## src/hw/dcache_pkg.sv

```systemverilog
`default_nettype none

// Processor-side types of the L1 data cache
package dcache_pkg;

    // One data word as seen by the core
    typedef logic [31:0] word_t;

    // Byte mask, one bit per byte lane
    // All zeros marks a read
    typedef logic [3:0] strb_t;

    // Word address, byte address bits 18 down to 2
    typedef logic [16:0] word_addr_t;

    // Request held by the core while stall_o is high
    typedef struct packed {
        word_addr_t addr;
        word_t      wdata;
        strb_t      strb;
    } cpu_req_t;

endpackage

`default_nettype wire
```

## src/hw/mem_bus_pkg.sv

```systemverilog
`default_nettype none

// Memory-side port of the cache, a single valid/ready channel
package mem_bus_pkg;

    import dcache_pkg::word_addr_t;
    import dcache_pkg::word_t;
    import dcache_pkg::strb_t;

    // Request, held stable until ready
    // wstrb of zero is a read, writes carry all ones
    typedef struct packed {
        logic       valid;
        word_addr_t addr;
        word_t      wdata;
        strb_t      wstrb;
    } mem_req_t;

    // Response, rdata is sampled in the ready cycle
    typedef struct packed {
        logic  ready;
        word_t rdata;
    } mem_rsp_t;

endpackage

`default_nettype wire

```

## src/hw/dcache_ctrl.sv

```systemverilog
`timescale 1ns/10ps
`default_nettype none

// Cache controller
// Looks up the line, writes back a dirty victim, fetches on read or
// partial-write misses, then fills or updates the arrays
module dcache_ctrl #(
    parameter int INDEX_BITS = 9,
    localparam int TAG_BITS = 17 - INDEX_BITS
) (
    input  logic                  clk_i,
    input  logic                  rst_i,
    // Processor side
    input  logic                  sel_i,
    input  dcache_pkg::cpu_req_t  req_i,
    output logic                  stall_o,
    output dcache_pkg::word_t     rdata_o,
    // Memory side
    output mem_bus_pkg::mem_req_t mem_req_o,
    input  mem_bus_pkg::mem_rsp_t mem_rsp_i,
    // Tag array
    output logic [INDEX_BITS-1:0] tag_rd_index_o,
    input  logic [TAG_BITS-1:0]   tag_i,
    input  logic                  valid_i,
    input  logic                  dirty_i,
    output logic                  tag_we_o,
    output logic [INDEX_BITS-1:0] tag_wr_index_o,
    output logic [TAG_BITS-1:0]   tag_wr_tag_o,
    output logic                  tag_wr_dirty_o,
    // Data array
    output logic                  data_we_o,
    output logic [INDEX_BITS-1:0] data_wr_index_o,
    output dcache_pkg::strb_t     data_wmask_o,
    output dcache_pkg::word_t     data_wdata_o,
    output logic [INDEX_BITS-1:0] data_rd_index_o,
    input  dcache_pkg::word_t     data_rdata_i
);
    import dcache_pkg::*;

    typedef enum logic [2:0] {
        IDLE,
        LOOKUP,
        WRITEBACK,
        FETCH,
        WRITE,
        DONE
    } state_t;

    state_t state_q, state_d;

    logic [INDEX_BITS-1:0] req_index;
    logic [TAG_BITS-1:0]   req_tag;
    logic                  is_write;
    logic                  need_fetch;
    logic                  hit;
    state_t                miss_state;
    word_t                 merged_word;

    // Memory request payload
    word_addr_t mem_addr_q, mem_addr_d;
    word_t      mem_wdata_q, mem_wdata_d;
    strb_t      mem_wstrb_q, mem_wstrb_d;

    word_t rdata_q, rdata_d;

    // Registered array write strobe
    logic                  wr_en_q;
    logic [INDEX_BITS-1:0] wr_index_q;
    logic [TAG_BITS-1:0]   wr_tag_q;
    logic                  wr_dirty_q;
    strb_t                 wr_mask_q;
    word_t                 wr_data_q;

    assign req_index  = req_i.addr[INDEX_BITS-1:0];
    assign req_tag    = req_i.addr[$bits(word_addr_t)-1:INDEX_BITS];
    assign is_write   = |req_i.strb;
    // Reads and partial writes need the word from memory
    assign need_fetch = ~&req_i.strb;
    assign hit        = valid_i && (tag_i == req_tag);
    assign miss_state = need_fetch ? FETCH : WRITE;

    // Processor bytes laid over the fetched word
    always_comb begin
        merged_word = mem_rsp_i.rdata;
        for (int b = 0; b < $bits(strb_t); b++) begin
            if (req_i.strb[b]) begin
                merged_word[8*b +: 8] = req_i.wdata[8*b +: 8];
            end
        end
    end

    always_comb begin
        state_d     = state_q;
        mem_addr_d  = mem_addr_q;
        mem_wdata_d = mem_wdata_q;
        mem_wstrb_d = mem_wstrb_q;
        rdata_d     = rdata_q;
        case (state_q)
            IDLE: begin
                if (sel_i) begin
                    state_d = LOOKUP;
                end
            end
            LOOKUP: begin
                if (hit) begin
                    if (is_write) begin
                        state_d = WRITE;
                    end else begin
                        state_d = DONE;
                        rdata_d = data_rdata_i;
                    end
                end else if (valid_i && dirty_i) begin
                    // Victim goes out under its old tag
                    state_d     = WRITEBACK;
                    mem_addr_d  = {tag_i, req_index};
                    mem_wdata_d = data_rdata_i;
                    mem_wstrb_d = '1;
                end else begin
                    state_d     = miss_state;
                    mem_addr_d  = req_i.addr;
                    mem_wstrb_d = '0;
                end
            end
            WRITEBACK: begin
                if (mem_rsp_i.ready) begin
                    state_d     = miss_state;
                    mem_addr_d  = req_i.addr;
                    mem_wstrb_d = '0;
                end
            end
            FETCH: begin
                if (mem_rsp_i.ready) begin
                    state_d = WRITE;
                    rdata_d = mem_rsp_i.rdata;
                end
            end
            WRITE: begin
                state_d = DONE;
            end
            DONE: begin
                state_d = IDLE;
            end
            default: begin
                state_d = IDLE;
            end
        endcase
    end

    always_ff @(posedge clk_i) begin
        if (rst_i) begin
            state_q <= IDLE;
            wr_en_q <= 1'b0;
        end else begin
            state_q <= state_d;
            wr_en_q <= (state_d == WRITE);
        end
    end

    always_ff @(posedge clk_i) begin
        mem_addr_q  <= mem_addr_d;
        mem_wdata_q <= mem_wdata_d;
        mem_wstrb_q <= mem_wstrb_d;
        rdata_q     <= rdata_d;
    end

    // Write port contents, loaded on entry to WRITE
    always_ff @(posedge clk_i) begin
        if (state_d == WRITE) begin
            wr_index_q <= req_index;
            wr_tag_q   <= req_tag;
            wr_dirty_q <= is_write;
            if (state_q == FETCH) begin
                wr_data_q <= merged_word;
                wr_mask_q <= '1;
            end else begin
                wr_data_q <= req_i.wdata;
                wr_mask_q <= req_i.strb;
            end
        end
    end

    assign stall_o = sel_i && (state_q != DONE);
    assign rdata_o = rdata_q;

    assign mem_req_o.valid = (state_q == WRITEBACK) || (state_q == FETCH);
    assign mem_req_o.addr  = mem_addr_q;
    assign mem_req_o.wdata = mem_wdata_q;
    assign mem_req_o.wstrb = mem_wstrb_q;

    assign tag_rd_index_o  = req_index;
    assign tag_we_o        = wr_en_q;
    assign tag_wr_index_o  = wr_index_q;
    assign tag_wr_tag_o    = wr_tag_q;
    assign tag_wr_dirty_o  = wr_dirty_q;

    assign data_rd_index_o = req_index;
    assign data_we_o       = wr_en_q;
    assign data_wr_index_o = wr_index_q;
    assign data_wmask_o    = wr_mask_q;
    assign data_wdata_o    = wr_data_q;

endmodule

`default_nettype wire

```

## config.mk

```make
export PLATFORM = sky130hd
export DESIGN_NAME = dcache_ctrl
export DESIGN_NICKNAME = d
export VERILOG_FILES = /design/src/hw/dcache_pkg.sv /design/src/hw/mem_bus_pkg.sv /design/src/hw/dcache_ctrl.sv
export SDC_FILE = /design/constraint.sdc
export NUM_CORES = 1
export LEC_CHECK = 0
export ABC_AREA = 1
export BUFFER_PORTS_ARGS = -buffer_cell sky130_fd_sc_hd__buf_2
export CORE_ASPECT_RATIO = 0.75
export CORE_UTILIZATION = 40
export CTS_BUF_LIST = sky130_fd_sc_hd__clkbuf_4
export DETAILED_ROUTE_END_ITERATION = 10
export GPL_TIMING_DRIVEN = 1
export PLACE_DENSITY = 0.83
export SYNTH_ARGS = -nofsm -noshare
export SYNTH_HDL_FRONTEND = slang
export SYNTH_SLANG_ARGS = --single-unit
```

## constraint.sdc

```tcl
create_clock -name clk_i -period 4.25 [get_ports clk_i]
set_input_delay 0.2125 -clock clk_i [delete_from_list [all_inputs] [get_ports clk_i]]
set_output_delay 0.2125 -clock clk_i [all_outputs]
set_load 0.005 [all_outputs]
```

==> results of run 1 <==
-- worst min-delay path by stage --
| stage | endpoint | slack (ps) | cells past startpoint |
|---|---|---|---|
| 2_1_floorplan | state_q[1]$_SDFF_PP0_ | 280 | 1 |
| 3_3_place_gp | mem_wdata_q[23]$_DFFE_PP_ | 400 | 1 |
| 3_5_place_dp | mem_wdata_q[6]$_DFFE_PP_ | 410 | 1 |
| 4_1_cts | data_wdata_o[1]$_DFFE_PN_ | 1 | 3 |
| 5_1_grt | data_wdata_o[1]$_DFFE_PN_ | 7 | 3 |
| 6_report | data_wdata_o[18]$_DFFE_PN_ | 60 | 3 |
-- repair_timing --
item	in CTS	in global routing
gates resized for setup	0	0
hold buffers	98	1
endpoints found under the hold margin	129	1
-- registers in the layout, summed over array words and instances, names as in the netlist --
register / flops
data_we_o: 1
tag_wr_dirty_o: 1
data_wr_index_o: 9
mem_addr_q: 17
mem_wdata_q: 32
rdata_o: 32
mem_wstrb_q: 1
data_wmask_o: 4
tag_wr_tag_o: 8
data_wdata_o: 32
state_q: 3
-- final cells by class --
cell class	count	area, um2	share of cell area
clock buffers	18	135.1	0.01568
inverters	64	240.2	0.02787
repair buffers	401	2520	0.2924
well taps	195	244.0	0.02831
clock inverters	14	183.9	0.02134
flip-flops and latches	140	4164	0.4832
diodes	2	5.005	0.0005807
multi-input cells	234	1126	0.1307
-- critical path: cells and delay by family --
| family | cells | cell delay, ps |
|---|---|---|
| and+or+nand+nor | 5 | 1290 |
| buffers and inverters | 3 | 970 |
| xor gates and xnor gates | 1 | 270 |
-- synthesized netlist by cell type --
cell type    n
a31oi_1      1
buf_12       1
buf_4       31
nand3_1      7
nor3_2       1
dfxtp_1      4
nor2b_1      1
inv_1       64
nand3_4      1
nand4_1      3
nor4_1       1
a21oi_2      1
buf_6        5
nand2_1     81
nor2_8       3
buf_2        2
nor2_1      49
o21ai_1      5
nor2_4       1
clkbuf_1     5
o21ai_2      2
edfxtp_1   136
o21ai_0     38
xnor2_1      1
a21oi_1     38
-- metal layers --
layer	wire (um)	global-route usage
met5	0	0
met2	8935	0.4064
met4	499	0.09140
met3	1266	0.05628
met1	6457	0.2545
-- kinds of logic after synthesis --
family | Yosys count | share of synthesized area
simple gates | 148 | 0.1118
buf+inv | 108 | 0.09895
compound gates | 85 | 0.07496
xor+xnor | 1 | 0.001500
flops | 140 | 0.7128
-- power groups by stage --
stage	clock [uW]	sequential [uW]	combinational (uW)
floorplan	0	1680	177
global placement	0	1660	358
detailed placement	0	1670	369
CTS	975	1640	444
global route	1030	1640	494
finish	952	1640	448
-- metrics by stage --
step | total power [uW] | std cells
after floorplan | 1854 | 482
after global placement | 2021 | 935
after detailed placement | 2035 | 935
after CTS | 3054 | 1065
after global routing | 3166 | 1068
final | 3036 | 1068
==> run summary, run 1 <==
- complete, no violations — outcome
- 0 — ANT nets after route
- 17.16 mm — overall routed net length
- 1790 ps — worst-case register-to-register setup slack
- 5114 — via count of the first global-routing pass
- 5 — Detailed Routing Iterations Pass 1
- 1694 ps — setup slack after placement
- 28 — highest net fanout along the worst path
- 0 — Final Max Slew Viols
- input pin to register — Hold Crit Class
- 0.2608 — fraction of power spent switching nets
- 0.003926 uW — Leakage
- 300 — initial DRC count
- 0.8003 — final weighted congestion in routability-driven placement
- 140 — register bit count reported by yosys
- 391.3 MHz — Max Freq
- nor2_4 — Slowest-stage cell, CP
- 4 — depth of the CTS H-tree
- req_i[22] — Hold Path Origin
- 989 — final net count
- 0.539 — sequential power share
- 16.07 um — wire length per cell
- 1 — initial antenna violation count
- 106.7 um — die height
- 0 — total gr overflow
- 0.7128 — sequential area share after synthesis
- 1088 — number of fillers in the final layout
- 14.31 ps — Clock Skew
- 0 — number of max-capacitance violations reported
- 0.3972 — fraction of layout cells with a size suffix above 1
- 0 — number of buffers inserted by post-CTS setup repair
- 0.4178 — initial core utilization
- 141.5 um — width of the die
- 13980 um2 — area of the core
- 2 — maximum clock insertion buffer count
- 2770 ps — data arrival time at the worst-slack endpoint
- 1695 ps — final critical-path setup slack
- tag_wr_tag_o[4]$_DFFE_PN_ — Worst setup endpoint
- 613 — post-synthesis net count
- 37 — count of standard-cell rows
- 0 — Yosys warning count
- 0 — hold violation count in the final report
- 12.12 um2 — Avg Inst Size Synth
- 0.148 — fraction of power consumed by combinational cells
- 1228 ps — worst-margin pin slew
- 2555 ps — time the final worst path needs with I/O delays and setup
- clkbuf_4 — clock tree root driver cell
- 520 ps — later-pin clock latency in the skew report
- 0.1797 — headroom to the max-slew limit
- 0.2249 — global router's overall resource usage
- 59.15 ps — Final Hold Slack
- 17 — clock buffer count from CTS
- 4998 — total number of vias
- edfxtp_1 — largest area contributor in the synthesized netlist
- 74 — pin count of the biggest net entering global routing
- register — Worst Setup End Kind
- input pin to register — kind of critical path
- 7303 um2 — total cell area at the placement stage
- 700 ps — Largest stage delay, worst path
- 301 — I/O pin total
- 0 ps — Sum Neg Setup Slack
- 4470 ps — CP required
- 352.3 nW/um2 — power density normalized to cell area
- 140 — clk sinks
- edfxtp_1, nand2_1, inv_1 — main area contributors after synthesis
- 300 — IO Port Bufs
- 25.40 mm — wire length of the first global-routing pass
- state_q[2]$_SDFF_PP0_ — worst r2r src
- nand3_1 — dominant cell type by count on the critical path
- 25 — post-synthesis cell type count
- 0.6013 — final clock period utilization by the worst path
- 0.6164 — core utilization of the finished layout
- no — setup repair after global routing missed its margin
- 482 — gate count of the mapped netlist
- req_i[47] — timing startpoint of the critical path
- 15100 um2 — DIE AREA
- done — CTS tree
- buf_2 — most common cell after layout, fill and taps aside
- tag_wr_tag_o[4]$_DFFE_PN_ — reg-to-reg endpoint
- 8618 um2 — final cell area excluding filler cells
- buf_2, edfxtp_1, dlygate4sd3_1 — most used cells in the layout excluding fill and tap cells
- input pin — CP Launch Type
- 0.6991 — area share of the largest cell type after synthesis
- 2244 uW — Internal Power
- 0 — DRC violation count after routing
- 10 — path depth of the worst reg2reg path
- 173.4 uV — largest vdd supply drop
- 130 ps — clock-pin slew reported for the worst setup and hold paths after clock tree synthesis
- 47.53% — synth-to-layout area growth
- 5842 um2 — Post-Synthesis Cell Area
- 791.8 uW — sw power
- 11.21 mm — detailed-placement wirelength estimate
- dlygate4sd3_1 -> buf_2 -> xnor2_1 -> nor2b_1 -> nand2_1 -> nand3_1 -> nand3_1 -> nor2_4 -> buf_12 — critical path cell sequence
- 0.314 — share of total power in the clock network
- 4.680 — vias per inst
- 0 — final setup vio count
Power figures use the tool's default switching activity.
==> inputs of run 2 (changes only) <==
Clock period 4.25 ns to 2.6 ns, I/O delays scaled along.
==> run 2 against run 1 <==
Critical path depth shrank 2. Sequential power up 63%. Combinational power increased by 78%. Via count increased by 5.2%. Non-clock buffer count grew 34. Setup slack got worse by 1400 ps. Critical path type is now register to register. Critical endpoint is now data_wdata_o[3]$_DFFE_PN_. Largest cell class unchanged.
==> run summary, run 2 (synthesized netlist as in run 1, its figures left out) <==
- complete, no violations — outcome
- 0 — DRC violation count after routing, unchanged
- 141.5 um — width of the die, unchanged
- 0.6368 — core utilization of the finished layout, +0.02041
- 1023 — final net count, +3.4%
- 3 — depth of the worst hold-timing path, unchanged
- 8904 um2 — final cell area excluding filler cells, +3.3%
- register — Worst Setup End Kind
- 0.5380 — headroom to the max-slew limit, +0.3584
- 1 — initial antenna violation count, unchanged
- 5 — Detailed Routing Iterations Pass 1, unchanged
- 686.6 ps — worst-margin pin slew, -541.2 ps
- 326 — initial DRC count, +8.7%
- register — CP Launch Type
- 64.56 ps — Final Hold Slack, +5.407 ps
- 2297 ps — time the final worst path needs with I/O delays and setup
- 4 — depth of the CTS H-tree, unchanged
- 18.69 mm — overall routed net length, +8.9%
- 11.36 mm — detailed-placement wirelength estimate, +1.3%
- 281.1 uV — largest vdd supply drop, +62%
- 140 — clk sinks, unchanged
- 4.775 — vias per inst, +2.0%
- 106.7 um — die height, unchanged
- 0 — hold violation count in the final report, unchanged
- 1043 — number of fillers in the final layout, -4.1%
- register to register — kind of critical path
- 7338 um2 — total cell area at the placement stage, +0.48%
- 2590 ps — data arrival time at the worst-slack endpoint, -180 ps
- 0 — total gr overflow, unchanged
- 7 — path depth of the worst reg2reg path, -3
- 0.3845 — fraction of layout cells with a size suffix above 1, -0.01271
- buf_2, edfxtp_1, dlygate4sd3_1 — most used cells in the layout excluding fill and tap cells
- 2 — maximum clock insertion buffer count, unchanged
- 73 — highest net fanout along the worst path, +160%
- 0 — ANT nets after route, unchanged
- 13980 um2 — area of the core, unchanged
- 4798 uW — Power Total, +58%
- buf_2 — most common cell after layout, fill and taps aside
- 0.8836 — final clock period utilization by the worst path
- no — setup repair after global routing missed its margin
- 301 — I/O pin total, unchanged
- 16.66 ps — Clock Skew, +2.346 ps
- 2900 ps — CP required, -1570 ps
- 0.8422 — final weighted congestion in routability-driven placement, +5.2%
- 27.14 mm — wire length of the first global-routing pass, +6.8%
- done — CTS tree
- 530 ps — later-pin clock latency in the skew report, about the same
- 15100 um2 — DIE AREA, unchanged
- 0 — number of max-capacitance violations reported, unchanged
- 538.9 nW/um2 — power density normalized to cell area, +53%
- 130 ps — clock-pin slew reported for the worst setup and hold paths after clock tree synthesis, about the same
- 300 — IO Port Bufs, unchanged
- 52.41% — synth-to-layout area growth
- input pin to register — Hold Crit Class
- 74 — pin count of the biggest net entering global routing, unchanged
- 0 — Final Max Slew Viols, unchanged
- 37 — count of standard-cell rows, unchanged
- 0.004052 uW — Leakage, +3.2%
- 5257 — total number of vias, +5.2%
- clkbuf_4 — clock tree root driver cell
- 5382 — via count of the first global-routing pass, +5.2%
- 17 — clock buffer count from CTS, unchanged
- 0 ps — Sum Neg Setup Slack, unchanged
- 0 — final setup vio count, unchanged
- 0.4178 — initial core utilization, unchanged
- 435.3 MHz — Max Freq
- 0.2422 — global router's overall resource usage, +0.01731
- 16.98 um — wire length per cell, +5.7%
==> run 2: cell count changes in the layout (fill, tap and decap cells not counted), sizes merged <==
cell,change
dlygate4sd3,+31
clkbuf,-1
diode,-1
inv,+2
clkinv,+3
bufinv,-3
clkinvlp,-1
buf,+3
==> run 2: area by class of cell <==
type | count | area, um2 | share of cell area
flip-flops and latches | 140 | 4164 | 0.4677
repair buffers | 435 | 2869 | 0.3222
multi-input cells | 234 | 1126 | 0.1265
well taps | 195 | 244.0 | 0.02740
inverters | 64 | 240.2 | 0.02698
clock inverters | 15 | 130.1 | 0.01461
clock buffers | 17 | 127.6 | 0.01433
diodes | 1 | 2.502 | 0.0002811
==> run 2: path summary, 6_finish.rpt <==
check                                      startpoint                         to  slack [ps]
worst min-delay path                         tag_i[7]   mem_addr_q[16]$_DFFE_PP_          60
worst min register to register  state_q[2]$_SDFF_PP0_      state_q[2]$_SDFF_PP0_         860
worst max-delay path            state_q[2]$_SDFF_PP0_  data_wdata_o[3]$_DFFE_PN_         300
worst max register to register  state_q[2]$_SDFF_PP0_  data_wdata_o[3]$_DFFE_PN_         300
==> run 2: per-stage QoR <==
step           cells  worst slack (ps)
3_5_place_dp     938             497.4
5_1_grt         1101             162.6
2_1_floorplan    482             3.403
6_report        1101             302.5
3_3_place_gp     938             511.1
4_1_cts         1100             101.3
==> run 2: timing repair <==
action | CTS | global route
hold endpoints to repair | 139 | 0
buffers inserted | 0 | 0
resized for setup | 0 | 1
hold buffers | 130 | 0
endpoints found under the setup margin | 0 | 1
==> run 2: layer usage <==
metal | track usage | routed length [um] | up-vias
met5 | 0 | 0 | -
met4 | 0.1029 | 489 | 0
met3 | 0.05717 | 1234 | 42
met2 | 0.4476 | 9713 | 274
met1 | 0.2663 | 7254 | 2511
li1 | - | - | 2430
==> run 2: critical path, cell delays in order (launching register included) <==
cell and delay (ps):
dfxtp_1 400, inv_1 110, nand3_4 80, buf_6 510
nor2_4 190, nor2_1 150, a21oi_1 50, dlygate4sd3_1 560
==> run 2: where the power goes <==
| group | internal, uW | switching (uW) |
|---|---|---|
| registers | 2630 | 41.1 |
| clock network | 412 | 916 |
| logic | 377 | 421 |
| total | 3420 | 1380 |
==> inputs of run 3 (changes only) <==
Settings changed: ABC_CLOCK_PERIOD_IN_PS set to 2600, CORE_UTILIZATION 40 to 47, PLACE_DENSITY 0.83 to 0.94, SKIP_CTS_REPAIR_TIMING set to 1.
==> run 3 against run 2 <==
Final area is essentially flat. Hold slack lost 24 ps. Routed wire length grew 4.3%. Core utilization grew 11 points. Sequential power is essentially flat. Count of clock-buffer cells in the layout grew 1.
==> run summary, run 3 (synthesized netlist as in run 1, its figures left out) <==
- complete, no violations — outcome
- 19.28 ps — Clock Skew, +2.624 ps
- no — setup repair after global routing missed its margin
- 0 — number of max-capacitance violations reported, unchanged
- 680 ps — Largest stage delay, worst path, +120 ps
- 52.37% — synth-to-layout area growth, about the same
- done — CTS tree
- 588.8 uV — largest vdd supply drop, +110%
- 2430 ps — time the final worst path needs with I/O delays and setup, +132.3 ps
- 140 — clk sinks, unchanged
- 4861 uW — Power Total, +1.3%
- 170.3 ps — final critical-path setup slack, -132.3 ps
- 0.4277 — headroom to the max-slew limit, -0.1103
- 0.4922 — initial core utilization, +0.07435
- register to register — kind of critical path
- state_q[2]$_SDFF_PP0_ — timing startpoint of the critical path
- 73 — highest net fanout along the worst path, unchanged
- 411.6 MHz — Max Freq, -5.4%
- 0 — total gr overflow, unchanged
- 858.4 ps — worst-margin pin slew, +171.8 ps
- 7 — path depth of the worst reg2reg path, unchanged
- 120 ps — clock-pin slew reported for the worst setup and hold paths after clock tree synthesis, about the same
- 2710 ps — data arrival time at the worst-slack endpoint, +120 ps
- 5 — Detailed Routing Iterations Pass 1, unchanged
- 18.13 um — wire length per cell, +6.8%
- 7 — instance count on the critical path, unchanged
- 1030 — final net count, +0.68%
- 0.9345 — final clock period utilization by the worst path, +0.05087
- 17 — clock buffer count from CTS, unchanged
- 0 — hold violation count in the final report, unchanged
- 74 — pin count of the biggest net entering global routing, unchanged
- 0 — ANT nets after route, unchanged
- register — CP Launch Type
- 5.020 — vias per inst, +5.1%
- 11.20 mm — detailed-placement wirelength estimate, -1.4%
- 1132 um2 — area used by multi-input combinational logic, +0.56%
- 34 — count of standard-cell rows, -8.1%
- 0.3947 — fraction of layout cells with a size suffix above 1, +0.01021
- clkbuf_4 — clock tree root driver cell
- 0 ps — Sum Neg Setup Slack, unchanged
- input pin to register — Hold Crit Class
- 11870 um2 — area of the core, -15%
- 696 — number of fillers in the final layout, -33%
- data_wdata_o[18]$_DFFE_PN_ — Worst setup endpoint
- 21.86 mm — wire length of the first global-routing pass, -19%
- 415 — initial DRC count, +27%
- 0.004093 uW — Leakage, +1.0%
- buf_2 — most common cell after layout, fill and taps aside
- 5396 — total number of vias, +2.6%
- 2880 ps — CP required, -20 ps
- 301 — I/O pin total, unchanged
- 546.1 nW/um2 — power density normalized to cell area, +1.3%
- 19.49 mm — overall routed net length, +4.3%
- 0 — final setup vio count, unchanged
- 300 — IO Port Bufs, unchanged
- 40.26 ps — Final Hold Slack, -24.30 ps
- buf_2, edfxtp_1, dlygate4sd3_1 — most used cells in the layout excluding fill and tap cells
- 121.6 ps — setup slack after placement, -375.8 ps
- 170 ps — worst-case register-to-register setup slack, -130 ps
- 98.55 um — die height, -7.6%
- 0 — Final Max Slew Viols, unchanged
- 0 — DRC violation count after routing, unchanged
- state_q[2]$_SDFF_PP0_ — worst r2r src
- 4164 um2 — area taken by flip-flops and latches, unchanged
- register — Worst Setup End Kind
- inv_1 -> nand3_4 -> buf_4 -> nor2_8 -> nor2_1 -> a21oi_1 -> dlygate4sd3_1 — critical path cell sequence
- 530 ps — later-pin clock latency in the skew report, about the same
- 3 — number of buffers and inverters on the critical path, unchanged
- 2 — maximum clock insertion buffer count, unchanged
- 4310 — via count of the first global-routing pass, -20%
- 12880 um2 — DIE AREA, -15%
- 4 — depth of the CTS H-tree, unchanged
- buf_4 — Slowest-stage cell, CP
- 0.8318 — final weighted congestion in routability-driven placement, -1.2%
- 0.2325 — global router's overall resource usage, -0.009726
- 1 — initial antenna violation count, unchanged
- buffers and inverters — dominant delay contributor by cell family on the critical path
- data_wdata_o[18]$_DFFE_PN_ — reg-to-reg endpoint
- 130.7 um — width of the die, -7.6%
## run 3: metal layers
layer / GRT usage / vias to the layer above / part of all wire
met3: 0.06786 / 85 / 0.089
met1: 0.2884 / 2463 / 0.36
met5: 0 / - / 0
met2: 0.3789 / 408 / 0.51
met4: 0.09991 / 0 / 0.043
li1: - / 2440 / -
## run 3: metrics by stage
step | cells | area, um2 | util
CTS | 941 | 7586 | 0.6392
global placement | 909 | 7315 | 0.6163
floorplan | 482 | 5853 | -
finish | 1075 | 8901 | 0.7499
global route | 1075 | 8901 | 0.7499
detailed placement | 909 | 7315 | 0.6163
## run 3: final cells by class
type	instances	share of cell area
Clock inverter	14	0.01532
Multi-Input combinational cell	235	0.1272
Sequential cell	140	0.4678
Inverter	64	0.02699
Timing Repair Buffer	441	0.3244
Clock buffer	18	0.01518
Antenna cell	1	0.0002811
Tap cell	162	0.02277
## run 3: how the worst min path moves through the flow
stage                                      endpoint        startpoint  cells after the start
final                      mem_addr_q[15]$_DFFE_PP_          tag_i[6]                      3
after global routing       mem_addr_q[15]$_DFFE_PP_          tag_i[6]                      3
after CTS                 mem_wdata_q[20]$_DFFE_PP_  data_rdata_i[20]                      1
after detailed placement   mem_wdata_q[5]$_DFFE_PP_   data_rdata_i[5]                      1
after global placement    mem_wdata_q[30]$_DFFE_PP_  data_rdata_i[30]                      1
after floorplan               state_q[1]$_SDFF_PP0_             rst_i                      1
## run 3: tightest hold or removal path, cell delays in order
cell     delay, ps
buf_2           90
inv_1           60
o21ai_0        170
## run 3: power by group
group | internal (uW) | leakage [uW] | switching, uW | total, uW
registers | 2630 | 0.00127 | 45.4 | 2680
clock network | 505 | 0.000141 | 852 | 1360
logic | 382 | 0.00269 | 445 | 827
total | 3520 | 0.00409 | 1340 | 4860
